$ cat src/hw/cnn_cfg.svh
`ifndef CNN_CFG_SVH
`define CNN_CFG_SVH

// conv geometry
`define CNN_KSIZE 5
`define CNN_KAREA (`CNN_KSIZE * `CNN_KSIZE)
`define CNN_NCH 8                 // output channels, one PE each

// input tile held in the activation cache
`define CNN_TILE_W 8
`define CNN_TILE_H 6
`define CNN_NWIN 8                // 5x5 windows per tile

// BRAM word counts per job
`define CNN_W_WORDS 50            // 200 weights, 4 per word
`define CNN_IF_WORDS 12           // 48 pixels, 4 per word
`define CNN_OUT_WORDS 4           // 16 pooled bytes

`define CNN_BRAM_AW 32

// requantize by a plain right shift after relu
`define CNN_QSHIFT 7

// multiply stage plus sum stage
`define CNN_PE_LAT 2

`endif

$ cat src/hw/cnn_data_pkg.sv
`include "cnn_cfg.svh"
`default_nettype none

package cnn_data_pkg;

  // activations and pooled outputs are unsigned
  typedef logic [7:0] pixel_t;

  typedef logic signed [7:0] weight_t;

  typedef logic signed [31:0] acc_t;

  typedef logic [31:0] word_t;

  typedef logic [`CNN_BRAM_AW-1:0] addr_t;

  // element r*5+c is window pixel (r,c)
  typedef pixel_t [`CNN_KAREA-1:0] window_t;

  // same element order as window_t
  typedef weight_t [`CNN_KAREA-1:0] kernel_t;

endpackage

`default_nettype wire

$ cat src/hw/conv_pe.sv
`include "cnn_cfg.svh"
`default_nettype none

module conv_pe
  import cnn_data_pkg::*;
(
  input  logic    clk,
  input  logic    rst,
  input  logic    i_valid,
  input  window_t i_window,
  input  kernel_t i_kernel,
  output logic    o_valid,
  output pixel_t  o_result
);

  // 9-bit unsigned-as-signed pixel times 8-bit weight
  logic signed [16:0] prod_q [`CNN_KAREA];
  logic               valid_q;
  acc_t               sum;
  acc_t               scaled;

  always_ff @(posedge clk) begin
    if (i_valid) begin
      for (int k = 0; k < `CNN_KAREA; k++) begin
        prod_q[k] <= $signed({1'b0, i_window[k]}) * $signed(i_kernel[k]);
      end
    end
  end

  always_comb begin
    sum = '0;
    for (int k = 0; k < `CNN_KAREA; k++) begin
      sum = sum + acc_t'(prod_q[k]);
    end
  end

  assign scaled = sum >>> `CNN_QSHIFT;

  // relu, then clamp to a byte
  always_ff @(posedge clk) begin
    if (valid_q) begin
      if (sum < 0) begin
        o_result <= '0;
      end else if (scaled > acc_t'(255)) begin
        o_result <= 8'hff;
      end else begin
        o_result <= scaled[7:0];
      end
    end
  end

  always_ff @(posedge clk or posedge rst) begin
    if (rst) begin
      valid_q <= 1'b0;
      o_valid <= 1'b0;
    end else begin
      valid_q <= i_valid;
      o_valid <= valid_q;
    end
  end

endmodule

`default_nettype wire

$ cat config.mk
export PLATFORM = sky130hd
export DESIGN_NAME = conv_pe
export DESIGN_NICKNAME = d
export VERILOG_FILES = /design/src/hw/cnn_data_pkg.sv /design/src/hw/conv_pe.sv
export VERILOG_INCLUDE_DIRS = /design/src /design/src/hw
export SDC_FILE = /design/constraint.sdc
export NUM_CORES = 2
export LEC_CHECK = 0
export ABC_AREA = 1
export CORE_AREA = 3 3 407 409
export CTS_BUF_LIST = sky130_fd_sc_hd__clkbuf_4
export CTS_CLUSTER_DIAMETER = 50
export DETAILED_ROUTE_END_ITERATION = 7
export DIE_AREA = 0 0 410 412
export DONT_BUFFER_PORTS = 1
export GPL_ROUTABILITY_DRIVEN = 0
export GPL_TIMING_DRIVEN = 0
export PLACE_DENSITY = 0.68
export SYNTH_ARGS = -nofsm -noshare
export SYNTH_HDL_FRONTEND = slang
export SYNTH_SLANG_ARGS = --single-unit
$ cat constraint.sdc
create_clock -name clk -period 9.11 [get_ports clk]
set_clock_uncertainty 0.1 [all_clocks]
set_input_delay 2.733 -clock clk [delete_from_list [all_inputs] [get_ports clk]]
set_output_delay 2.733 -clock clk [all_outputs]
set_load 0.02 [all_outputs]
==> flow_summary.yaml <==
synth:
  yosys.cell_count.top_type: "inv_1"
  synth.area.top_cells: "fa_1 33%, ha_1 17%, edfxtp_1 16%"
  synth.distinct_cells: 43
  ys_seq_area_frac: 0.161
  syn-instance-count: 9308
  ys.flop_type: "edfxtp_1"
  synthArstFlopShare: 0.00460
  syn-cell-area_um2: 81000
  synth_edf_count: 433
  synth_top_area_cell: "fa_1"
  yosysWarnings: 0
  synthesis.nets: 12200
  ys_ff_latch: 435
  syn_area_per_cell_um2: 8.70
  yosys.area.top_type_share: 0.329
  synthTopCellsByCount: "2830 x inv_1, 1887 x nand2_1, 1333 x fa_1"
cts:
  cts_sinks: 435
  clk_transition_reported_paths_ps: 60
  clkLatencyLatePin_ps: 990
  cts_tree: "done"
  cts_resized: 0
  htreeDepth: 3
  cts_hold_buf: 0
  clk_path_buf_depth: 3
  cts_setup_buffers: 0
  cts_buffers: 116
  cts_root_buf: "clkbuf_4"
floorplan:
  start_util: 0.499
  die_h_um: 412
  io_pins: 412
  dieArea_um2: 169000
  coreArea_um2: 162000
  die_x_um: 410
  std_cell_rows: 148
setup_path:
  start_kind: "flop"
  crit_top_cell: "inv_1"
  ff2ff_setup_slack_ps: 2250
  slowest_stage: "fa_1"
  reg2reg_depth: 28
  crit_path_start: "prod_q[1][101]"
  worst_r2r_startpoint: "prod_q[1][101]"
  reg2reg_to: "o_result[4]"
  max_stage_delay_ps: 770
  worstPathRequired_ps: 9690
  worstPathMaxFanout: 8
  path_class: "reg2reg"
  crit_path_end_kind: "flop"
  worst_ep_arrival_time_ps: 7440
  crit_path_end: "o_result[4]"
sta:
  setup_viol: 0
  max_freq_mhz: 146
  fin_crit_sh: 0.753
  hold_violations: 0
  rsz0062_at_grt: "no"
  slew_violations: 0
  max-slew-margin-rel: 0.00646
  worst_pin_slew_ps: 1490
  fin_crit_ps: 6860
  fin_setup_tns_ps: 0
global_routing:
  grt_overflow: 0
  antenna_found_initial: 55
  grt_start_max_net_pins: 427
  grt-busiest-layer: "met2"
  grt_use_met3: 0.0360
  first_global_vias: 61200
  grt_use_met2: 0.411
  grtUsageTotal: 0.238
  grt_pass1_wl_um: 318000
  gr-usage-met1: 0.306
worst_hold_path:
  hold_path_class: "reg2reg"
place:
  io_buffers: 0
  post-dp-hpwl_um: 171000
  place_area_um2: 83700
layout:
  nFillCells: 15100
  area_delta_synth_final_pct: 5.21
  nets: 12300
  final_layout_size_suffix_gt1_frac: 0.0353
  postLayoutCellArea_um2: 85200
routing:
  dr_total_vias: 57900
  wl_um: 195000
  remaining_drc_errors: 0
  wl_per_cell_um: 16.6
  antenna_left: 0
  drt-vias-per-instance: 4.94
  dr.pass1.iters: 6
  drtIter0Drc: 3639
flow_run:
  cap_violations: 0
outcome:
  status: "finished clean"
-- metrics by stage --
| step | worst slack [ps] | hold slack (ps) | cells | utilization |
|---|---|---|---|---|
| 2_1_floorplan | 2240 | 441 | 9308 | - |
| 3_3_place_gp | 1540 | 528 | 11500 | 0.515 |
| 3_5_place_dp | 1520 | 537 | 11500 | 0.515 |
| 4_1_cts | 2230 | 540 | 11700 | 0.524 |
| 5_1_grt | 1960 | 545 | 11700 | 0.525 |
| 6_report | 2250 | 525 | 11700 | 0.525 |
-- layout by cell type, fill, tap and decap left out, drive strengths merged, types with 98 or more instances in the layout --
master  synthesis  routed
nor2          205     205
xnor2          98      98
or2           132     132
edfxtp        433     433
a21oi         313     313
o21ai         111     111
ha           1107    1107
inv          2837    2839
nand2        1898    1898
clkbuf        375     529
xor2          201     201
fa           1333    1333
-- area by class of cell --
class	count	area, um^2	share of cell area
diodes	46	115	0.00135
plain buffers	375	1410	0.0165
clock buffers	154	1160	0.0136
clock inverters	41	225	0.00264
inverters	2842	10700	0.125
multi-input cells	5656	55900	0.656
flip-flops and latches	435	13100	0.153
well taps	2175	2720	0.0319
-- state kept, by name (all words and copies together) (netlist names) --
register / flops
prod_q: 425
o_result: 8
o_valid: 1
valid_q: 1
-- per-layer routing --
layer	up-vias	wire, um
met2	1515	96700
met1	28600	80700
met5	-	160
li1	27500	-
met3	318	11000
met4	24	6590
-- logic make-up (layout without fill, tap and decap cells) --
family                     after synthesis  in the layout  synth area share
and+or+nand+nor                       2383           2383             0.120
other                                    0             46                 0
AOI/OAI and AO/OA                      534            534            0.0370
DFF                                    435            435             0.161
buffers and inverters                 3217           3412             0.149
xor gates and xnor gates               299            299            0.0323
adders and majority gates             2440           2440             0.500
-- how the worst min path moves through the flow --
stage,start,endpoint,slack [ps],cells past startpoint
after CTS,valid_q,o_valid,540,0
after global routing,valid_q,o_valid,550,0
after floorplan,valid_q,o_valid,440,0
final,valid_q,o_valid,520,0
after detailed placement,valid_q,o_valid,540,0
after global placement,valid_q,o_valid,530,0
-- critical path: cells and delay by family (launching register included) --
| family | cells | cell delay, ps |
|---|---|---|
| compound gates | 1 | 240 |
| fa+ha+maj | 8 | 4260 |
| buf+inv | 10 | 670 |
| flops | 1 | 480 |
| simple gates | 9 | 850 |
Power is left out: the tool's default activity adds up to more than one toggle a clock period on the data nets, which glitch-free logic cannot reach.
