--- src/hw/cnn_cfg.svh ---
`ifndef CNN_CFG_SVH
`define CNN_CFG_SVH

// conv geometry
`define CNN_KSIZE 5
`define CNN_KAREA (`CNN_KSIZE * `CNN_KSIZE)
`define CNN_NCH 8                 // output channels, one PE each

// input tile held in the activation cache
`define CNN_TILE_W 8
`define CNN_TILE_H 6
`define CNN_NWIN 8                // 5x5 windows per tile

// BRAM word counts per job
`define CNN_W_WORDS 50            // 200 weights, 4 per word
`define CNN_IF_WORDS 12           // 48 pixels, 4 per word
`define CNN_OUT_WORDS 4           // 16 pooled bytes

`define CNN_BRAM_AW 32

// requantize by a plain right shift after relu
`define CNN_QSHIFT 7

// multiply stage plus sum stage
`define CNN_PE_LAT 2

`endif

--- src/hw/cnn_data_pkg.sv ---
`include "cnn_cfg.svh"
`default_nettype none

package cnn_data_pkg;

  // activations and pooled outputs are unsigned
  typedef logic [7:0] pixel_t;

  typedef logic signed [7:0] weight_t;

  typedef logic signed [31:0] acc_t;

  typedef logic [31:0] word_t;

  typedef logic [`CNN_BRAM_AW-1:0] addr_t;

  // element r*5+c is window pixel (r,c)
  typedef pixel_t [`CNN_KAREA-1:0] window_t;

  // same element order as window_t
  typedef weight_t [`CNN_KAREA-1:0] kernel_t;

endpackage

`default_nettype wire

--- src/hw/cnn_ctrl_pkg.sv ---
`include "cnn_cfg.svh"
`default_nettype none

package cnn_ctrl_pkg;

  typedef enum logic [2:0] {
    IDLE,
    LOAD,     // weights and activations into the caches
    COMPUTE,  // one window per cycle
    DRAIN,    // window reg plus PE pipeline
    WRITE,    // pooled words to temp BRAM
    DONE
  } phase_t;

  // window index, bit 2 is the row offset, bits 1:0 the column
  typedef logic [$clog2(`CNN_NWIN)-1:0] tile_t;

  // temp word index
  typedef logic [$clog2(`CNN_OUT_WORDS)-1:0] slot_t;

endpackage

`default_nettype wire

--- src/hw/pool_pack.sv ---
`include "cnn_cfg.svh"
`default_nettype none

module pool_pack
  import cnn_data_pkg::*, cnn_ctrl_pkg::*;
(
  input  logic   clk,
  input  logic   rst,
  input  logic   i_valid,
  input  pixel_t i_results [`CNN_NCH],
  input  slot_t  i_wr_slot,
  output word_t  o_word
);

  pixel_t     hist   [`CNN_NCH][3];  // three older results, newest at 0
  pixel_t     pool_q [2][`CNN_NCH];  // pooled byte per group and channel
  pixel_t     win_max [`CNN_NCH];
  logic [1:0] vcnt;                  // valids within the group
  logic       grp;
  logic [3:0] job_cnt;
  int         rd_base;

  function automatic pixel_t max2(input pixel_t a, input pixel_t b);
    return (a > b) ? a : b;
  endfunction

  // incoming result completes the 2x2 block
  always_comb begin
    for (int ch = 0; ch < `CNN_NCH; ch++) begin
      win_max[ch] = max2(max2(i_results[ch], hist[ch][0]),
                         max2(hist[ch][1], hist[ch][2]));
    end
  end

  always_ff @(posedge clk) begin
    if (i_valid) begin
      for (int ch = 0; ch < `CNN_NCH; ch++) begin
        hist[ch][0] <= i_results[ch];
        hist[ch][1] <= hist[ch][0];
        hist[ch][2] <= hist[ch][1];
        if (vcnt == 2'd3) begin
          pool_q[grp][ch] <= win_max[ch];
        end
      end
    end
  end

  always_ff @(posedge clk or posedge rst) begin
    if (rst) begin
      vcnt    <= '0;
      grp     <= 1'b0;
      job_cnt <= '0;
    end else begin
      if (i_valid) begin
        vcnt <= vcnt + 2'd1;
        if (vcnt == 2'd3) grp <= ~grp;
      end
      if (i_wr_slot == 2'd3) begin
        job_cnt <= '0;  // last temp word closes the job
      end else if (i_valid) begin
        job_cnt <= job_cnt + 4'd1;
      end
    end
  end

  // slot bit 1 picks the group, bit 0 the channel half
  assign rd_base = int'(i_wr_slot[0]) * 4;

  always_comb begin
    for (int b = 0; b < 4; b++) begin
      o_word[31 - 8*b -: 8] = pool_q[i_wr_slot[1]][rd_base + b];
    end
  end

  a_valids_per_job: assert property (@(posedge clk) disable iff (rst)
    i_valid |-> (job_cnt < 4'(`CNN_NWIN)));

endmodule

`default_nettype wire

--- config.mk ---
export PLATFORM = sky130hd
export DESIGN_NAME = pool_pack
export DESIGN_NICKNAME = d
export VERILOG_FILES = /design/src/hw/cnn_data_pkg.sv /design/src/hw/cnn_ctrl_pkg.sv /design/src/hw/pool_pack.sv
export VERILOG_INCLUDE_DIRS = /design/src /design/src/hw
export SDC_FILE = /design/constraint.sdc
export NUM_CORES = 1
export LEC_CHECK = 0
export BUFFER_PORTS_ARGS = -buffer_cell sky130_fd_sc_hd__buf_2
export CAP_MARGIN = 20
export CELL_PAD_IN_SITES_DETAIL_PLACEMENT = 0
export CELL_PAD_IN_SITES_GLOBAL_PLACEMENT = 1
export CORE_AREA = 2 2 201 203
export CTS_BUF_LIST = sky130_fd_sc_hd__clkbuf_8 sky130_fd_sc_hd__clkbuf_16
export CTS_CLUSTER_SIZE = 40
export DETAILED_ROUTE_END_ITERATION = 10
export DIE_AREA = 0 0 203 205
export MAX_ROUTING_LAYER = met4
export PLACE_DENSITY_LB_ADDON = 0.3
export SKIP_CTS_REPAIR_TIMING = 1
export SLEW_MARGIN = 20
export SYNTH_ARGS = -nofsm -noshare
export SYNTH_HDL_FRONTEND = slang
export SYNTH_SLANG_ARGS = --single-unit
--- constraint.sdc ---
create_clock -name clk -period 4.9 [get_ports clk]
set_input_delay 0.49 -clock clk [delete_from_list [all_inputs] [get_ports clk]]
set_output_delay 0.49 -clock clk [all_outputs]
set_load 0.05 [all_outputs]
==> results of run 1 <==
layout by cell type (no fill, tap or decap), types with 6 or more instances in the layout:
master	Yosys	layout
edfxtp_1	320	320
inv_1	197	202
mux2i_1	196	196
ha_1	193	193
buf_2	3	99
nand4_1	44	44
a21oi_1	42	42
clkbuf_16	0	41
mux4_2	32	32
o21ai_0	28	28
nor2_1	23	22
nor2b_1	15	15
a211oi_1	13	13
nand2_1	13	13
o211ai_2	10	10
a21oi_2	10	10
or2_2	10	10
o31ai_4	10	10
clkinv_2	0	9
a211oi_2	7	7
o21bai_1	6	6
o211ai_1	6	6
through the flow:
stage | hold slack (ns) | setup slack [ns]
4_1_cts | -0.2070 | 0.9992
6_report | 0.1560 | 1.061
5_1_grt | 0.1309 | 0.7244
3_3_place_gp | 0.3632 | 0.8279
2_1_floorplan | 0.2436 | 1.157
3_5_place_dp | 0.3730 | 0.8127
per-layer routing:
layer | vias to the layer above | track usage [%]
met5 | - | -
met4 | 0 | 4.119
met3 | 48 | 3.754
met2 | 133 | 27.45
met1 | 4830 | 21.31
li1 | 4906 | -
state kept, by name (all words and copies together) (netlist names):
name    cells
hist      192
pool_q    128
vcnt        2
grp         1
worst reg2reg max path, delay by kind of cell, from the launching register on:
kind,cells,cell delay [ns]
buf+inv,2,0.16
flops,1,0.41
simple gates,2,0.51
mux,3,0.92
compound gates,4,1.09
fa+ha+maj,2,0.57
power by group:
| group | internal (W) | total (W) | leakage [nW] | switching [W] |
|---|---|---|---|---|
| clock | 0.00177 | 0.00287 | 0.650 | 0.00111 |
| sequential | 0.00348 | 0.00360 | 3.08 | 0.000121 |
| combinational | 0.000710 | 0.00182 | 4.93 | 0.00111 |
kinds of logic (layout without fill, tap and decap cells):
family                   after synthesis  after routing  share of synthesized area, %
AO/OA/AOI/OAI                        146            146                         6.906
XOR/XNOR                               2              2                        0.1001
adder cells (fa/ha/maj)              193            193                         13.80
buffers and inverters                204            370                         4.397
flip-flops                           323            323                         55.34
multiplexers                         229            229                         15.39
other                                  0              3                             0
AND/OR/NAND/NOR                      123            123                         4.068
cell type report:
cell class | count | area (µm²)
Fill cell | 3400 | 19380
Sequential cell | 323 | 9684
Multi-Input combinational cell | 693 | 7056
Clock buffer | 41 | 1026
Inverter | 197 | 739.5
Tap cell | 525 | 656.9
Timing Repair Buffer | 106 | 569.3
Clock inverter | 26 | 249.0
Antenna cell | 3 | 7.507
worst paths after layout:
kind                            depth (start not counted)             to
worst max-delay path                                   13  pool_q[0][13]
worst min register to register                          0    hist[2][34]
min in group asynchronous                               3        vcnt[0]
max in group asynchronous                               3            grp
worst min-delay path                                    1    hist[0][40]
worst max register to register                         13  pool_q[0][13]
==> flow_summary_export.csv, run 1 <==
group,metric,value,unit
yosys,synth_area,17500,µm²
power,powerDensity,414.9,nW/µm²
global_routing,grt_max_degree,126,
yosys,yosysTopAreaCell,"edfxtp_1",
worst_setup_path,r2r_slack,1.06,ns
floorplanning,rows,73,
global_routing,antenna_found_initial,3,
sta,skew,0.02255,ns
sta,slew_viol_final,0,
clock_tree,clk_pin_slew,0.06,ns
clock_tree,cts.path.max_buffers,3,
route,via_per_inst,5.181,
global_routing,grt.total_usage,16.79,%
worst_setup_path,cp_common_cell,"mux2i_1",
cells_and_area,drive_above_1_share,18.98,%
route,drt_iter0_markers,461,
worst_setup_path,cp.required,5.25,ns
sta,setup_violations,0,
placement,placed_area,18700,µm²
worst_setup_path,cp.arrival,4.19,ns
cells_and_area,synthToLayoutAreaGrowth,14.21,%
sta,clock.fmax,260.5,MHz
placement,dpl.hpwl,24.28,mm
route,wl_per_cell,17.21,µm
yosys,synth_top_area_share,54.91,%
outcome,status,"finished, final reports clean",
power,ir_drop,0.0002264,V
clock_tree,ctsHtreeMaxLevel,2,
worst_setup_path,startpoint_type,"register",
cells_and_area,utilization,50.77,%
placement,numPortBuffers,100,
placement,place.gp.congestion,0.8084,
run,drv_cap,0,
route,wl_met2,15.70,mm
sta,hold_violations,0,
power,finalPower,0.008294,W
route,vias,9917,
route,dr_wl_met3,1.324,mm
worst_setup_path,critPathBufInv,2,
yosys,synthTopCellsByArea,"edfxtp_1 (55%), ha_1 (14%), mux2i_1 (11%)",
worst_setup_path,cp_top_family,"compound AO/OA/AOI/OAI gates",
yosys,synthTopCellsByCount,"edfxtp_1 (320), inv_1 (197), mux2i_1 (196), ha_1 (193), nand4_1 (44)",
sta,worst_pin_slew,0.9198,ns
route,highest_layer,"met4",
cells_and_area,instances_no_fill,1914,
route,drtAntennaViolNets,0,
worst_setup_path,critPathMaxFanout,8,
clock_tree,root_buffer,"clkbuf_16",
route,routed_wl,32.95,mm
floorplanning,core_area,39370,µm²
worst_setup_path,crit_start,"hist[3][21]",
clock_tree,cts_buffers,38,
sta,min_period,3.839,ns
sta,setup_tns,0,ns
placement,dpl.cell_count,1843,
floorplanning,die_y,205,µm
global_routing,grt_pass1_wl,53.06,mm
worst_setup_path,slowest_stage,"o22ai_2",
cells_and_area,fin_area,19990,µm²
clock_tree,clk_latency,0.55,ns
yosys,yosys_warnings,0,
worst_setup_path,path_cells,"inv_1 > ha_1 > a211oi_1 > o21bai_1 > o22ai_2 > mux2i_1 > inv_1 > ha_1 > nand2_1 > o21ai_0 > mux2i_1 > nor2_2 > mux2i_1",
hold_path,min_from,"i_results[48]",
global_routing,overflow,0,
sta,max_slew_margin,38.68,%
sta,rsz0062_at_grt,"false",
yosys,yosysMostFrequentCell,"edfxtp_1",
yosys,ys_types,35,
floorplanning,num_io_pins,101,
route,drc_errors,0,
yosys,synth.avg_cell_area,14.34,µm²
floorplanning,dieArea,41620,µm²
floorplanning,start_util,44.46,%
yosys,synth_cells,1220,
worst_setup_path,max_stage_delay,0.49,ns
yosys,ys_dominant_reg_cell,"edfxtp_1",
sta,fin_crit_sh,78.35,%
route,first_pass_iters,4,
floorplanning,die_w,203,µm
cells_and_area,fin_nets,1621,
hold_path,hold_path_class,"in2reg",
route,drt-met1-wl,15.32,mm
global_routing,grt_pass1_vias,10160,
power,leakage,8.655,nW
worst_setup_path,worstReg2RegStart,"hist[3][21]",
yosys,ys_seq_elements,323,
yosys,async_flop_share,0.9288,%
yosys,synth_edf_count,320,
worst_setup_path,crit_type,"reg2reg",
clock_tree,cts_sinks,323,
yosys,ys_seq_area_share,55.34,%
worst_setup_path,cp-end-kind,"register",
clock_tree,tritoncts,"yes",
yosys,syn_nets,1482,
Power figures use the tool's default switching activity.
==> inputs of run 2 (changes only) <==
--- a/config.mk
+++ b/config.mk
@@ -6,15 +6,16 @@
 export SDC_FILE = /design/constraint.sdc
 export NUM_CORES = 1
 export LEC_CHECK = 0
+export ABC_AREA = 1
 export BUFFER_PORTS_ARGS = -buffer_cell sky130_fd_sc_hd__buf_2
 export CAP_MARGIN = 20
 export CELL_PAD_IN_SITES_DETAIL_PLACEMENT = 0
 export CELL_PAD_IN_SITES_GLOBAL_PLACEMENT = 1
-export CORE_AREA = 2 2 201 203
+export CORE_AREA = 2 2 215 217
 export CTS_BUF_LIST = sky130_fd_sc_hd__clkbuf_8 sky130_fd_sc_hd__clkbuf_16
 export CTS_CLUSTER_SIZE = 40
 export DETAILED_ROUTE_END_ITERATION = 10
-export DIE_AREA = 0 0 203 205
+export DIE_AREA = 0 0 217 219
 export MAX_ROUTING_LAYER = met4
 export PLACE_DENSITY_LB_ADDON = 0.3
 export SKIP_CTS_REPAIR_TIMING = 1
==> constraint.sdc (replaced) <==
create_clock -name clk -period 3.4 [get_ports clk]
set_input_delay 0.34 -clock clk [delete_from_list [all_inputs] [get_ports clk]]
set_output_delay 0.34 -clock clk [all_outputs]
set_load 0.05 [all_outputs]
==> run 2 against run 1 <==
Against the previous run: sequential power grew 46%; critical path type is now in2reg; routed wire length grew 34%; total power grew 54%; clock skew shrank 0.00064 ns; setup slack lost 0.77 ns; clock power grew 38%; critical path depth grew 4; via count grew 41%; flip-flop and latch count is the same; combinational power grew 95%.
==> flow_summary_export.csv, run 2 <==
group,metric,value,unit
floorplanning,num_io_pins,101,
run,drv_cap,0,
cells_and_area,top_regs,"hist (192), pool_q (128), vcnt (2)",
worst_setup_path,cp-end-kind,"register",
global_routing,overflow,0,
outcome,status,"finished, final reports clean",
yosys,ys_dominant_reg_cell,"edfxtp_1",
route,drc_errors,0,
yosys,yosys_warnings,0,
worst_setup_path,reg2regPathDepth,15,
cells_and_area,drive_above_1_share,14.82,%
yosys,yosysTopAreaCell,"edfxtp_1",
worst_setup_path,cp_top_family,"simple AND/OR/NAND/NOR gates",
cells_and_area,fin_area,22600,µm²
hold_path,min_from,"i_results[63]",
yosys,synth_top_area_share,48.94,%
yosys,yosysMostFrequentCell,"nand2_1",
sta,max_slew_margin,32.92,%
route,vias,13990,
worst_setup_path,r2r_slack,0.33,ns
yosys,synth_edf_count,320,
sta,slew_viol_final,0,
yosys,synthTopCellsByArea,"edfxtp_1 (49%), ha_1 (12%), nand2_1 (7.4%)",
worst_setup_path,slowest_stage,"dlygate4sd3_1",
global_routing,grt.total_usage,19.28,%
floorplanning,core_area,45090,µm²
global_routing,grt_max_degree,119,
global_routing,grt_pass1_vias,13760,
worst_setup_path,cp_common_cell,"nand2_1",
worst_setup_path,crit_type,"in2reg",
cells_and_area,largest_reg_flops,192,
worst_setup_path,worstReg2RegStart,"hist[0][39]",
clock_tree,cts_sinks,323,
worst_setup_path,crit_cells,17,
floorplanning,start_util,43.55,%
cells_and_area,largest-register,"hist",
yosys,ys_types,29,
clock_tree,clk_pin_slew,0.06,ns
yosys,async_flop_share,0.9288,%
sta,min_period,3.109,ns
global_routing,grt_pass1_wl,70.93,mm
worst_setup_path,cp.arrival,3.37,ns
worst_setup_path,max_stage_delay,0.54,ns
power,powerDensity,564.1,nW/µm²
route,wl_per_cell,15.57,µm
floorplanning,rows,78,
clock_tree,root_buffer,"clkbuf_16",
sta,skew,0.02191,ns
route,via_per_inst,4.933,
floorplanning,die_w,217,µm
yosys,synth_area,19640,µm²
sta,hold_violations,0,
cells_and_area,n_fill_cell,4245,
cells_and_area,synthToLayoutAreaGrowth,15.08,%
worst_setup_path,startpoint_type,"input port",
clock_tree,tritoncts,"yes",
sta,clock.fmax,321.6,MHz
yosys,syn_nets,2294,
clock_tree,cts_buffers,39,
yosys,synth.avg_cell_area,9.664,µm²
floorplanning,dieArea,47520,µm²
route,routed_wl,44.14,mm
worst_setup_path,cp.required,3.66,ns
worst_setup_path,critPathBufInv,3,
cells_and_area,fin_nets,2469,
clock_tree,ctsHtreeMaxLevel,2,
sta,worst_pin_slew,1.005,ns
sta,fin_crit_sh,91.45,%
worst_setup_path,path_cells,"dlygate4sd3_1 > buf_2 > ha_1 > a21o_1 > nor2_1 > nand2_4 > nand2_4 > nand2_1 > and2_1 > ha_1 > nand2_1 > nor2_1 > nand4_1 > nand2_2 > inv_2 > nand3_1 > nand2_1",
hold_path,hold_depth,1,
cells_and_area,most-common-layout-cells,"nand2_1 (386), inv_1 (346), edfxtp_1 (320)",
sta,setup_violations,0,
global_routing,antenna_found_initial,1,
worst_setup_path,critPathMaxFanout,9,
floorplanning,die_y,219,µm
clock_tree,cts.path.max_buffers,3,
yosys,synthTopCellsByCount,"nand2_1 (386), inv_1 (339), edfxtp_1 (320), nand3_1 (256), ha_1 (193)",
hold_path,min_to,"hist[0][23]",
route,drt_iter0_markers,849,
sta,layout_setup_ws,0.2907,ns
clock_tree,clk_latency,0.55,ns
placement,placed_area,20940,µm²
placement,numPortBuffers,100,
yosys,synth_cells,2032,
placement,place.gp.congestion,0.8725,
yosys,ys_seq_elements,323,
hold_path,hold_path_class,"in2reg",
cells_and_area,final_common_cell,"nand2_1",
route,first_pass_iters,5,
placement,dpl.hpwl,32.63,mm
power,leakage,10.52,nW
route,drtAntennaViolNets,0,
worst_setup_path,reg2reg_to,"pool_q[0][50]",
placement,dp_slack,0.2933,ns
power,ir_drop,0.0002925,V
yosys,ys_seq_area_share,49.32,%
sta,rsz0062_at_grt,"false",
-- run 2: cell count changes after synthesis, sizes merged, moves of 32 or more --
cell   delta
o21ai    +34
mux4     -32
nand2   +492
inv     +151
mux2i   -196
nor2     +93
nand3   +254
and2     +64
-- run 2: how the worst max path moves through the flow --
stage                         end     startpoint  slack [ns]
finish              pool_q[1][39]  i_results[39]        0.29
floorplan            pool_q[0][0]        vcnt[0]       -0.34
detailed placement  pool_q[1][27]  i_results[31]        0.29
global placement    pool_q[0][51]    hist[0][39]        0.30
CTS                 pool_q[1][39]    hist[1][39]        0.33
global route        pool_q[1][27]    hist[2][22]       0.008
-- run 2: kinds of logic (layout without fill, tap and decap cells) --
family	Yosys count	count (layout)	synth area share, %
AND/OR/NAND/NOR	969	969	25.94
buffers and inverters	367	569	7.047
flip-flops	323	323	49.32
adder cells (fa/ha/maj)	193	193	12.30
AO/OA/AOI/OAI	177	177	5.250
XOR/XNOR	2	2	0.08922
multiplexers	1	1	0.05734
other	0	1	0
-- run 2: area by class of cell --
class,count,area [µm²],share of cell area (%)
flip-flops and latches,323,9684,42.85
clock buffers,41,1026,4.540
inverters,348,1306,5.780
well taps,600,750.7,3.322
multi-input cells,1342,8583,37.98
repair buffers,153,1070,4.734
clock inverters,27,175.2,0.7752
diodes,1,2.502,0.01107
-- run 2: metrics by stage --
step | TNS, ns | power, W | hold WS (ns) | cells | util [%]
global route | 0 | 0.01352 | 0.001143 | 2835 | 50.12
CTS | 0 | 0.01287 | -0.3430 | 2789 | 49.11
detailed placement | 0 | 0.008855 | 0.2484 | 2721 | 46.45
finish | 0 | 0.01275 | 0.01787 | 2835 | 50.12
global placement | 0 | 0.008782 | 0.2470 | 2721 | 46.45
floorplan | -43.59 | 0.007811 | 0.09364 | 2032 | -
-- run 2: power breakdown --
part | internal, W | switching (W) | leakage [nW]
logic | 0.00115 | 0.00240 | 6.83
registers | 0.00509 | 0.000159 | 3.08
clock network | 0.00232 | 0.00164 | 0.614
-- run 2: layer usage --
metal  track usage [%]  share of wire [%]  up-vias
li1                  -                  -     7171
met2             30.49                 46      235
met1             25.80                 48     6514
met3             3.146                4.2       65
met4             5.137                2.3        0
met5                 -                  0        -
-- run 2: worst reg2reg max path, stage by stage (launching register included) --
cell and delay, ns:
edfxtp_1 0.45, ha_1 0.34, nand2_2 0.11, a21oi_1 0.07, nor2_1 0.24, nand2_4 0.18, nand3_1 0.13, nand2_1 0.11
ha_1 0.29, nand2_1 0.06, nor2_1 0.17, nand4_1 0.13, nand2_2 0.22, inv_2 0.12, nand3_1 0.12, nand2_1 0.08
