## config.mk

```make
export PLATFORM = sky130hd
export DESIGN_NAME = weight_cache
export DESIGN_NICKNAME = d
export VERILOG_FILES = /design/src/hw/cnn_data_pkg.sv /design/src/hw/weight_cache.sv
export VERILOG_INCLUDE_DIRS = /design/src /design/src/hw
export SDC_FILE = /design/constraint.sdc
export NUM_CORES = 1
export LEC_CHECK = 0
export BUFFER_PORTS_ARGS = -buffer_cell sky130_fd_sc_hd__clkbuf_2
export CORE_AREA = 2 2 636 638
export DETAILED_ROUTE_END_ITERATION = 8
export DIE_AREA = 0 0 638 640
export PLACE_DENSITY = 0.3
export SYNTH_ARGS = -nofsm -noshare
export SYNTH_HDL_FRONTEND = slang
export SYNTH_SLANG_ARGS = --single-unit
export TNS_END_PERCENT = 100
```

## constraint.sdc

```tcl
create_clock -name clk -period 3.86 [get_ports clk]
set_input_delay 0.579 -clock clk [delete_from_list [all_inputs] [get_ports clk]]
set_output_delay 0.579 -clock clk [all_outputs]
set_load 0.05 [all_outputs]
```

## src/hw/cnn_cfg.svh

```systemverilog
`ifndef CNN_CFG_SVH
`define CNN_CFG_SVH

// conv geometry
`define CNN_KSIZE 5
`define CNN_KAREA (`CNN_KSIZE * `CNN_KSIZE)
`define CNN_NCH 8                 // output channels, one PE each

// input tile held in the activation cache
`define CNN_TILE_W 8
`define CNN_TILE_H 6
`define CNN_NWIN 8                // 5x5 windows per tile

// BRAM word counts per job
`define CNN_W_WORDS 50            // 200 weights, 4 per word
`define CNN_IF_WORDS 12           // 48 pixels, 4 per word
`define CNN_OUT_WORDS 4           // 16 pooled bytes

`define CNN_BRAM_AW 32

// requantize by a plain right shift after relu
`define CNN_QSHIFT 7

// multiply stage plus sum stage
`define CNN_PE_LAT 2

`endif

```

## src/hw/cnn_data_pkg.sv

```systemverilog
`include "cnn_cfg.svh"
`default_nettype none

package cnn_data_pkg;

  // activations and pooled outputs are unsigned
  typedef logic [7:0] pixel_t;

  typedef logic signed [7:0] weight_t;

  typedef logic signed [31:0] acc_t;

  typedef logic [31:0] word_t;

  typedef logic [`CNN_BRAM_AW-1:0] addr_t;

  // element r*5+c is window pixel (r,c)
  typedef pixel_t [`CNN_KAREA-1:0] window_t;

  // same element order as window_t
  typedef weight_t [`CNN_KAREA-1:0] kernel_t;

endpackage

`default_nettype wire

```

## src/hw/weight_cache.sv

```systemverilog
`include "cnn_cfg.svh"
`default_nettype none

module weight_cache
  import cnn_data_pkg::*;
(
  input  logic       clk,
  input  logic       rst,
  input  logic       i_wr,
  input  logic [5:0] i_wr_idx,
  input  word_t      i_word,
  output kernel_t    o_kernels [`CNN_NCH]
);

  weight_t wmem [`CNN_NCH * `CNN_KAREA];

  always_ff @(posedge clk) begin
    if (i_wr) begin
      for (int b = 0; b < 4; b++) begin
        wmem[int'(i_wr_idx) * 4 + b] <= weight_t'(i_word[31 - 8*b -: 8]);
      end
    end
  end

  // kernels are stored back to back, 25 weights each
  always_comb begin
    for (int k = 0; k < `CNN_NCH; k++) begin
      for (int j = 0; j < `CNN_KAREA; j++) begin
        o_kernels[k][j] = wmem[k*`CNN_KAREA + j];
      end
    end
  end

  a_wr_idx_range: assert property (@(posedge clk) disable iff (rst)
    i_wr |-> (i_wr_idx < 6'(`CNN_W_WORDS)));

endmodule

`default_nettype wire

```

==> metrics.cfg, run 1 <==
[setup_path]
required_ns=3.28
worstSetupPathType=reg2out
cpPeakStageDelay_ns=0.64
path_buf_inv=1
crit_arrival_ns=1.92
crit_chain=clkbuf_2
cp-startpoint=wmem[107][0]
cp_max_fo=1
path_delay_family=flip-flops
cp-start-kind=flip-flop
cp-end-kind=primary output
cp_slowest_cell=edfxtp_1

[global_route]
grt_max_degree=51
grt_antenna_before_repair=53
grt_pass1_vias=26978
grt_pass1_wl_um=311000
overflow=0
track_usage_pct=11.9

[die]
dieArea_mm2=0.408
core_area_mm2=0.401
chipWidth_um=638
die_h_um=640
io_pins=1641
core.rowCount=233
initial_core_util_pct=12.1

[final_layout]
layout-drive-gt1-share_pct=55.2
areaGrowthSynthToFinish_pct=46.6
final_nets=3645
num-fill-cells=43394
largestRegisters=wmem (1600)
regMostFlops=wmem
postLayoutCoreUtil_pct=17.7
largest_reg_flops=1600

[routing]
ant_nets=0
drt-wirelength-per-cell_um=28.1
viasPerCell=2.96
first_pass_iters=5
drt_iter0_markers=2771
drc_errors=0
routed_wl_um=255000
vias=26874

[timing]
hold_viol=0
fin_crit_sh_pct=64.7
rsz0062_at_grt=no
fmax_ghz=0.400
setup_viol=0
finalCriticalPeriod_ns=2.50
slew_violations=0
fin_setup_tns_ns=0
worstMarginPinSlew_ns=1.23
maxSlewHeadroom_pct=18.0
holdWs_ns=0.199

[yosys]
ys.warnings.count=0
syn_nets=1716
synth_top_area_share_pct=99.1
post_synth_mux_area_share_pct=0
yosysUniqueCellTypes=14
synth_top_family_by_area=simple AND/OR/NAND/NOR gates
synth-compound-area-share_pct=0
synth.area.top_cells=edfxtp_1 99%, nor2_1 0.37%, nand4bb_1 0.14%
syn_area_per_cell_um2=28.9
yosysSeqAreaShare_pct=99.1
netlist_area_mm2=0.0485
synthAdderAreaFrac_pct=0
synthCells=1675
yosys.area.top_type=edfxtp_1
synth_xor_area_share_pct=0
synth-simple-area-share_pct=0.769
ys_ff_latch=1600

[pwr]
power_frac_comb_pct=3.7
p_per_area_mw_per_mm2=547
p_int_uw=29900
seq_power_share_pct=49.6
p_switching_uw=8920
switching_share_pct=22.9
irDropWorstVdd_v=0.000307
clkPwrFrac_pct=46.7
leakagePower_uw=0.0250

[clock_tree]
path_clk_slew_ns=0.06
clockBufferDepth=4
cts_root_buffer=clkbuf_16
htree_levels=4
cts_tree=done
cts_inserted_buffers=193
cts.sinks=1600
cts_setup_buffers=0

[run]
maxCapViolCount=0

[placement]
place_congestion=0.721
port_buffers=1639
dp_hpwl_um=169000

[worst_hold_path]
hp-start=i_word[23]
hp-class=in2reg

[run_status]
status=completed

-- what timing repair did --
item                                   in CTS  in global routing
setup endpoints to repair                   0                  0
gates resized for setup                     0                  0
hold buffers                                1                  0
endpoints found under the hold margin       4                  0
-- synthesized netlist by cell type --
cell / count
nand4bb_1: 6
nor2_1: 48
clkbuf_1: 2
nor2_2: 2
edfxtp_1: 1600
nand3b_1: 2
buf_1: 1
or4_4: 1
nand4b_1: 2
buf_2: 3
or3b_1: 1
nand3_1: 1
or4b_4: 4
buf_6: 2
-- routing by layer --
metal	wire [um]	vias to the layer above	GRT usage, %
li1	-	10813	-
met1	92900	14234	13.1
met2	132000	1559	21.4
met3	23400	266	4.16
met4	6010	2	3.27
met5	7	-	0
-- power groups by stage --
stage                     clock network, uW  logic (uW)  registers, uW
after global placement                    0        1530          19600
after detailed placement                  0        1540          19600
after CTS                             18800        1540          19300
after floorplan                           0        46.6          20000
final                                 18100        1450          19300
after global routing                  19300        1520          19300
-- placed cells by master, fill, tap and decap left out --
cell           count
clkbuf_16        196
nor2_4            50
clkbuf_1          38
clkbuf_2        1607
buf_4            110
or3b_4             1
inv_16             2
nand3b_1           2
clkinv_2          37
or4b_4             4
buf_12            24
nand4b_1           2
clkinvlp_4         7
clkinv_8           1
clkinv_16          3
dlygate4sd3_1      1
clkinv_4           6
diode_2           31
inv_8              1
nand3_4            1
edfxtp_1        1600
clkinv_1          36
inv_6              5
bufinv_16         18
or4_4              1
nand4bb_1          6
-- kinds of logic after synthesis --
family,count (synthesis)
AND/OR/NAND/NOR,67
flip-flops,1600
buffers and inverters,8
-- path summary, 6_finish.rpt --
| check | endpoint | slack (ns) | cells after the start |
|---|---|---|---|
| worst max-delay path | o_kernels[656] | 1.36 | 1 |
| worst min-delay path | wmem[93][7] | 0.20 | 1 |
-- stage by stage --
step	std cells	total power (uW)	setup WS (ns)	instance area, um^2
detailed placement	8695	21200	0.682	64800
floorplan	1675	20100	0.789	48500
global route	9050	40100	1.29	71000
finish	9077	38900	1.36	71100
global placement	8695	21200	0.685	64800
CTS	9046	39600	1.21	71000
-- area by class of cell --
class | count | area, um^2 | area share (%)
diodes | 31 | 77.6 | 0.109
clock buffers | 234 | 5050 | 7.10
clock inverters | 116 | 1170 | 1.64
multi-input cells | 67 | 758 | 1.07
flip-flops and latches | 1600 | 48000 | 67.6
well taps | 5287 | 6620 | 9.31
repair buffers | 1742 | 9360 | 13.2
Power figures use the tool's default switching activity.
==> run 2, diff against run 1 <==
--- a/config.mk
+++ b/config.mk
@@ -7,9 +7,9 @@
 export NUM_CORES = 1
 export LEC_CHECK = 0
 export BUFFER_PORTS_ARGS = -buffer_cell sky130_fd_sc_hd__clkbuf_2
-export CORE_AREA = 2 2 636 638
+export CORE_AREA = 2 2 632 634
 export DETAILED_ROUTE_END_ITERATION = 8
-export DIE_AREA = 0 0 638 640
+export DIE_AREA = 0 0 634 636
 export PLACE_DENSITY = 0.3
 export SYNTH_ARGS = -nofsm -noshare
 export SYNTH_HDL_FRONTEND = slang
==> constraint.sdc (replaced) <==
create_clock -name clk -period 2.2 [get_ports clk]
set_input_delay 0.33 -clock clk [delete_from_list [all_inputs] [get_ports clk]]
set_output_delay 0.33 -clock clk [all_outputs]
set_load 0.05 [all_outputs]
==> run 2 against run 1 <==
- utilization rose by 0.56 points
- total power rose by 75%
- hold slack got worse by 0.11 ns
- global-route usage barely moved
- via count rose by 2.1%
- die area fell by 1.2%
- combinational power rose by 88%
- wire length fell by 1.0%
- final cell count rose by 0.24%
- clock power rose by 75%
- sequential share of layout area fell by 1.4 points
==> metrics.cfg, run 2 (synthesis results as in run 1) <==
[die]
io_pins=1641  ; unchanged
die_h_um=636  ; was 640 um
core.rowCount=232  ; was 233
dieArea_mm2=0.403  ; was 0.408 mm^2
initial_core_util_pct=12.2  ; was 12.1%
core_area_mm2=0.397  ; was 0.401 mm^2
chipWidth_um=634  ; was 638 um

[setup_path]
worstSetupPathType=reg2out  ; unchanged
required_ns=1.87  ; was 3.28 ns
path_buf_inv=1  ; unchanged
cp_slowest_cell=edfxtp_1  ; unchanged
cpPeakStageDelay_ns=0.68  ; was 0.64 ns
crit_arrival_ns=1.78  ; was 1.92 ns
cp-end-kind=primary output  ; unchanged
path_delay_family=flip-flops  ; unchanged
cp-start-kind=flip-flop  ; unchanged
cp_max_fo=1  ; unchanged
crit_chain=buf_8  ; was clkbuf_2

[worst_hold_path]
hp-class=in2reg  ; unchanged

[global_route]
grt_pass1_wl_um=308000  ; was 311000 um
grt_antenna_before_repair=51  ; was 53
track_usage_pct=11.9  ; about the same
grt_pass1_vias=27018  ; was 26978
grt_max_degree=51  ; unchanged
overflow=0  ; unchanged

[clock_tree]
cts.sinks=1600  ; unchanged
path_clk_slew_ns=0.06  ; about the same
cts_tree=done  ; unchanged
cts_root_buffer=clkbuf_16  ; unchanged
htree_levels=4  ; unchanged
cts_inserted_buffers=191  ; was 193
clockBufferDepth=4  ; unchanged

[timing]
hold_viol=0  ; unchanged
finalCriticalPeriod_ns=2.11
slew_violations=0  ; unchanged
fin_crit_sh_pct=95.7
fmax_ghz=0.475
maxSlewHeadroom_pct=45.7  ; was 18.0%
setup_viol=0  ; unchanged
holdWs_ns=0.0872  ; was 0.199 ns
rsz0062_at_grt=yes  ; was no
worstMarginPinSlew_ns=0.814  ; was 1.23 ns

[pwr]
p_per_area_mw_per_mm2=939  ; was 547 mW/mm^2
power_frac_comb_pct=4.0  ; was 3.7%
seq_power_share_pct=49.6  ; about the same
leakagePower_uw=0.0255  ; was 0.0250 uW
p_switching_uw=15800  ; was 8920 uW
p_int_uw=52300  ; was 29900 uW
irDropWorstVdd_v=0.000552  ; was 0.000307 V
switching_share_pct=23.2  ; was 22.9%
clkPwrFrac_pct=46.4  ; was 46.7%

[routing]
vias=27433  ; was 26874
first_pass_iters=7  ; was 5
viasPerCell=3.01  ; was 2.96
drc_errors=0  ; unchanged
drt_iter0_markers=2809  ; was 2771
drt-wirelength-per-cell_um=27.7  ; was 28.1 um
routed_wl_um=252000  ; was 255000 um
ant_nets=0  ; unchanged

[final_layout]
largest_reg_flops=1600  ; unchanged
final_common_cell=clkbuf_2  ; unchanged
layout.cells.non_filler=9099  ; was 9077
layout-drive-gt1-share_pct=54.9  ; was 55.2%
largestRegisters=wmem (1600)  ; unchanged
final_cell_mix=1606 x clkbuf_2, 1600 x edfxtp_1, 192 x clkbuf_16, 108 x buf_12, 60 x buf_4  ; was 1607 x clkbuf_2, 1600 x edfxtp_1, 196 x clkbuf_16, 110 x buf_4, 50 x nor2_4
final_area_mm2=0.0725  ; was 0.0711 mm^2
final_nets=3707  ; was 3645
areaGrowthSynthToFinish_pct=49.7  ; was 46.6%
regMostFlops=wmem  ; unchanged
postLayoutCoreUtil_pct=18.3  ; was 17.7%

[run]
maxCapViolCount=0  ; unchanged

[placement]
port_buffers=1639  ; unchanged
dpl.cell_count=8707  ; was 8695
place_congestion=0.732  ; was 0.721
dp_hpwl_um=167000  ; was 169000 um
placed_area_mm2=0.0660  ; was 0.0648 mm^2

[run_status]
status=completed  ; unchanged

==> run 2: metrics by stage <==
stage | setup WS (ns) | total power [uW] | setup TNS (ns)
floorplan | -0.416 | 35200 | -347.80
global placement | 0.0570 | 37300 | 0
detailed placement | 0.0514 | 37300 | 0
CTS | -0.0812 | 69300 | -0.0812
global route | -0.00318 | 70300 | -0.00318
finish | 0.0950 | 68100 | 0
==> run 2: power groups by stage <==
stage                     Combinational (uW)  Sequential [uW]  Clock, uW
after floorplan                         92.6            35100          0
after global placement                  2820            34500          0
after detailed placement                2830            34500          0
after CTS                               2880            33800      32600
after global routing                    2850            33800      33600
final                                   2730            33800      31600
==> run 2: path summary, 6_finish.rpt <==
path                          from             to  slack [ns]  cells after the start
worst min-delay path    i_word[22]    wmem[21][6]        0.09                      2
worst max-delay path  wmem[184][4]  o_kernels[76]        0.09                      1
==> run 2: area by class of cell <==
class / count / area, um^2
antenna: 21 / 52.6
clock buffer: 230 / 4950
clock inverter: 110 / 1180
fill: 42864 / 325000
multi-input combinational: 67 / 748
sequential: 1600 / 48000
tap: 5265 / 6590
timing repair buffer: 1806 / 11000
==> run 2: per-layer routing <==
layer	vias to the layer above	part of all wire, %	GRT usage (%)	wire [um]
met1	14555	36	12.9	89800
li1	10931	-	-	-
met5	-	0	0	0
met4	0	3.3	3.92	8210
met3	327	8.5	3.53	21400
met2	1620	53	21.9	133000
==> run 2: what timing repair did <==
action | in CTS | in global routing
hold buffers | 31 | 0
pin swaps | 0 | 0
gates cloned | 0 | 0
endpoints found under the setup margin | 1 | 1
gates resized for setup | 2 | 1
buffers inserted | 0 | 0
hold endpoints to repair | 313 | 0
==> run 3, diff against run 2 <==
--- a/config.mk
+++ b/config.mk
@@ -7,9 +7,9 @@
 export NUM_CORES = 1
 export LEC_CHECK = 0
 export BUFFER_PORTS_ARGS = -buffer_cell sky130_fd_sc_hd__clkbuf_2
-export CORE_AREA = 2 2 632 634
+export CORE_AREA = 5 5 635 637
 export DETAILED_ROUTE_END_ITERATION = 8
-export DIE_AREA = 0 0 634 636
+export DIE_AREA = 0 0 640 642
 export PLACE_DENSITY = 0.3
 export SYNTH_ARGS = -nofsm -noshare
 export SYNTH_HDL_FRONTEND = slang
==> run 3 against run 2 <==
- global-route usage up 0.063 points
- design area about the same
- total power down 1.6%
- critical path type unchanged
- largest cell class unchanged
==> metrics.cfg, run 3 (synthesis results as in run 1) <==
[timing]
hold_viol=0  ; unchanged
fmax_ghz=0.471  ; was 0.475 GHz
worstMarginPinSlew_ns=0.828  ; was 0.814 ns
rsz0062_at_grt=yes  ; unchanged
fin_crit_sh_pct=96.5  ; was 95.7%
setup_viol=0  ; unchanged
maxSlewHeadroom_pct=44.8  ; was 45.7%
slew_violations=0  ; unchanged
finalCriticalPeriod_ns=2.12  ; was 2.11 ns

[global_route]
track_usage_pct=12.0  ; was 11.9%
overflow=0  ; unchanged
grt_pass1_vias=27365  ; was 27018
grt_pass1_wl_um=319000  ; was 308000 um
grt_max_degree=51  ; unchanged
grt_antenna_before_repair=49  ; was 51

[placement]
port_buffers=1639  ; unchanged
dpl.cell_count=8716  ; was 8707
placed_area_mm2=0.0661  ; was 0.0660 mm^2
dp_hpwl_um=174000  ; was 167000 um
place_congestion=0.729  ; was 0.732

[routing]
drc_errors=0  ; unchanged
drt-wirelength-per-cell_um=28.4  ; was 27.7 um
routed_wl_um=259000  ; was 252000 um
viasPerCell=3.00  ; was 3.01
ant_nets=0  ; unchanged
vias=27405  ; was 27433
drt_iter0_markers=2572  ; was 2809
first_pass_iters=5  ; was 7

[run_status]
status=completed  ; unchanged

[clock_tree]
cts_tree=done  ; unchanged
clockBufferDepth=4  ; unchanged
htree_levels=4  ; unchanged
cts_root_buffer=clkbuf_16  ; unchanged
path_clk_slew_ns=0.06  ; about the same
cts_inserted_buffers=191  ; unchanged
cts.sinks=1600  ; unchanged

[die]
io_pins=1641  ; unchanged
core_area_mm2=0.397  ; about the same
core.rowCount=232  ; unchanged
dieArea_mm2=0.411  ; was 0.403 mm^2
die_h_um=642  ; was 636 um
initial_core_util_pct=12.2  ; about the same
chipWidth_um=640  ; was 634 um

[worst_hold_path]
hp-class=in2reg  ; unchanged
holdPathStages=4  ; was 2

[final_layout]
layout-drive-gt1-share_pct=54.9  ; about the same
largest_reg_flops=1600  ; unchanged
largestRegisters=wmem (1600)  ; unchanged
areaGrowthSynthToFinish_pct=49.5  ; was 49.7%
final_area_mm2=0.0725  ; about the same
num-fill-cells=42761  ; was 42864
layout.cells.non_filler=9121  ; was 9099
final_nets=3717  ; was 3707
regMostFlops=wmem  ; unchanged
final_common_cell=clkbuf_2  ; unchanged
final_cell_mix=1601 x clkbuf_2, 1600 x edfxtp_1, 191 x clkbuf_16, 108 x buf_12, 71 x buf_4  ; was 1606 x clkbuf_2, 1600 x edfxtp_1, 192 x clkbuf_16, 108 x buf_12, 60 x buf_4

[setup_path]
worstSetupPathType=reg2out  ; unchanged
required_ns=1.87  ; about the same
path_buf_inv=1  ; unchanged
cp_slowest_cell=edfxtp_1  ; unchanged
cp_max_fo=1  ; unchanged
worst-path-stages=1  ; unchanged
path_delay_family=flip-flops  ; unchanged
crit_chain=buf_8  ; unchanged
cp-end-kind=primary output  ; unchanged
crit_arrival_ns=1.79  ; was 1.78 ns
cpPeakStageDelay_ns=0.68  ; about the same
cp-start-kind=flip-flop  ; unchanged

[run]
maxCapViolCount=0  ; unchanged

[pwr]
leakagePower_uw=0.0255  ; about the same
p_per_area_mw_per_mm2=925  ; was 939 mW/mm^2
irDropWorstVdd_v=0.000609  ; was 0.000552 V

run 3: changes by cell type in the layout (fill, tap and decap cells not counted), moves of 2 or more:
| cell | delta |
|---|---|
| inv_16 | +2 |
| clkbuf_2 | -5 |
| bufinv_16 | -7 |
| buf_4 | +11 |
| inv_8 | -4 |
| clkinv_2 | +6 |
| clkinv_1 | -9 |
| clkbuf_1 | +11 |
| clkinvlp_4 | -5 |
| diode_2 | +18 |
run 3: where the power goes:
group          internal (uW)  switching [uW]  leakage (uW)
combinational            448            2330       0.00820
sequential             33800            57.4        0.0144
clock                  17300           13200       0.00287
total                  51500           15600        0.0255
run 3: area by class of cell:
type | count | area (um^2) | share of cell area [%]
Timing Repair Buffer | 1816 | 11100 | 15.3
Clock inverter | 94 | 950 | 1.31
Tap cell | 5265 | 6590 | 9.09
Antenna cell | 39 | 97.6 | 0.135
Multi-Input combinational cell | 67 | 751 | 1.04
Sequential cell | 1600 | 48000 | 66.3
Clock buffer | 240 | 4960 | 6.85
run 3: path summary, 6_finish.rpt:
path,from,to,slack [ns]
worst max-delay path,wmem[142][6],o_kernels[542],0.08
worst min-delay path,i_wr_idx[5],wmem[19][4],0.28
run 3: tightest hold or removal path, stage by stage:
cell and delay (ns):
clkbuf_2 0.18, or4b_4 0.24, nor2_4 0.06, buf_4 0.16
run 3: routing by layer:
metal,up-vias,share of wire [%],track usage (%)
met3,237,8.1,3.42
li1,10966,-,-
met2,1426,53,22.4
met1,14776,36,13.2
met4,0,2.2,2.87
met5,-,0,0
run 3: metrics by stage:
step	setup TNS (ns)	setup WS, ns	util (%)	hold slack, ns	total power [uW]
4_1_cts	-0.526	-0.337	18.2	0.147	68300
2_1_floorplan	-347.80	-0.416	-	0.429	35200
3_3_place_gp	0	0.0690	16.6	0.654	37300
3_5_place_dp	0	0.0554	16.6	0.655	37300
6_report	0	0.0780	18.2	0.279	67100
5_1_grt	-0.220	-0.120	18.2	0.231	69500
run 3: timing repair:
item / 4_1_cts / 5_1_grt
hold buffers: 32 / 0
setup endpoints to repair: 4 / 2
buffers inserted: 0 / 0
endpoints found under the hold margin: 447 / 0
cloned: 0 / 0
gates resized for setup: 7 / 2
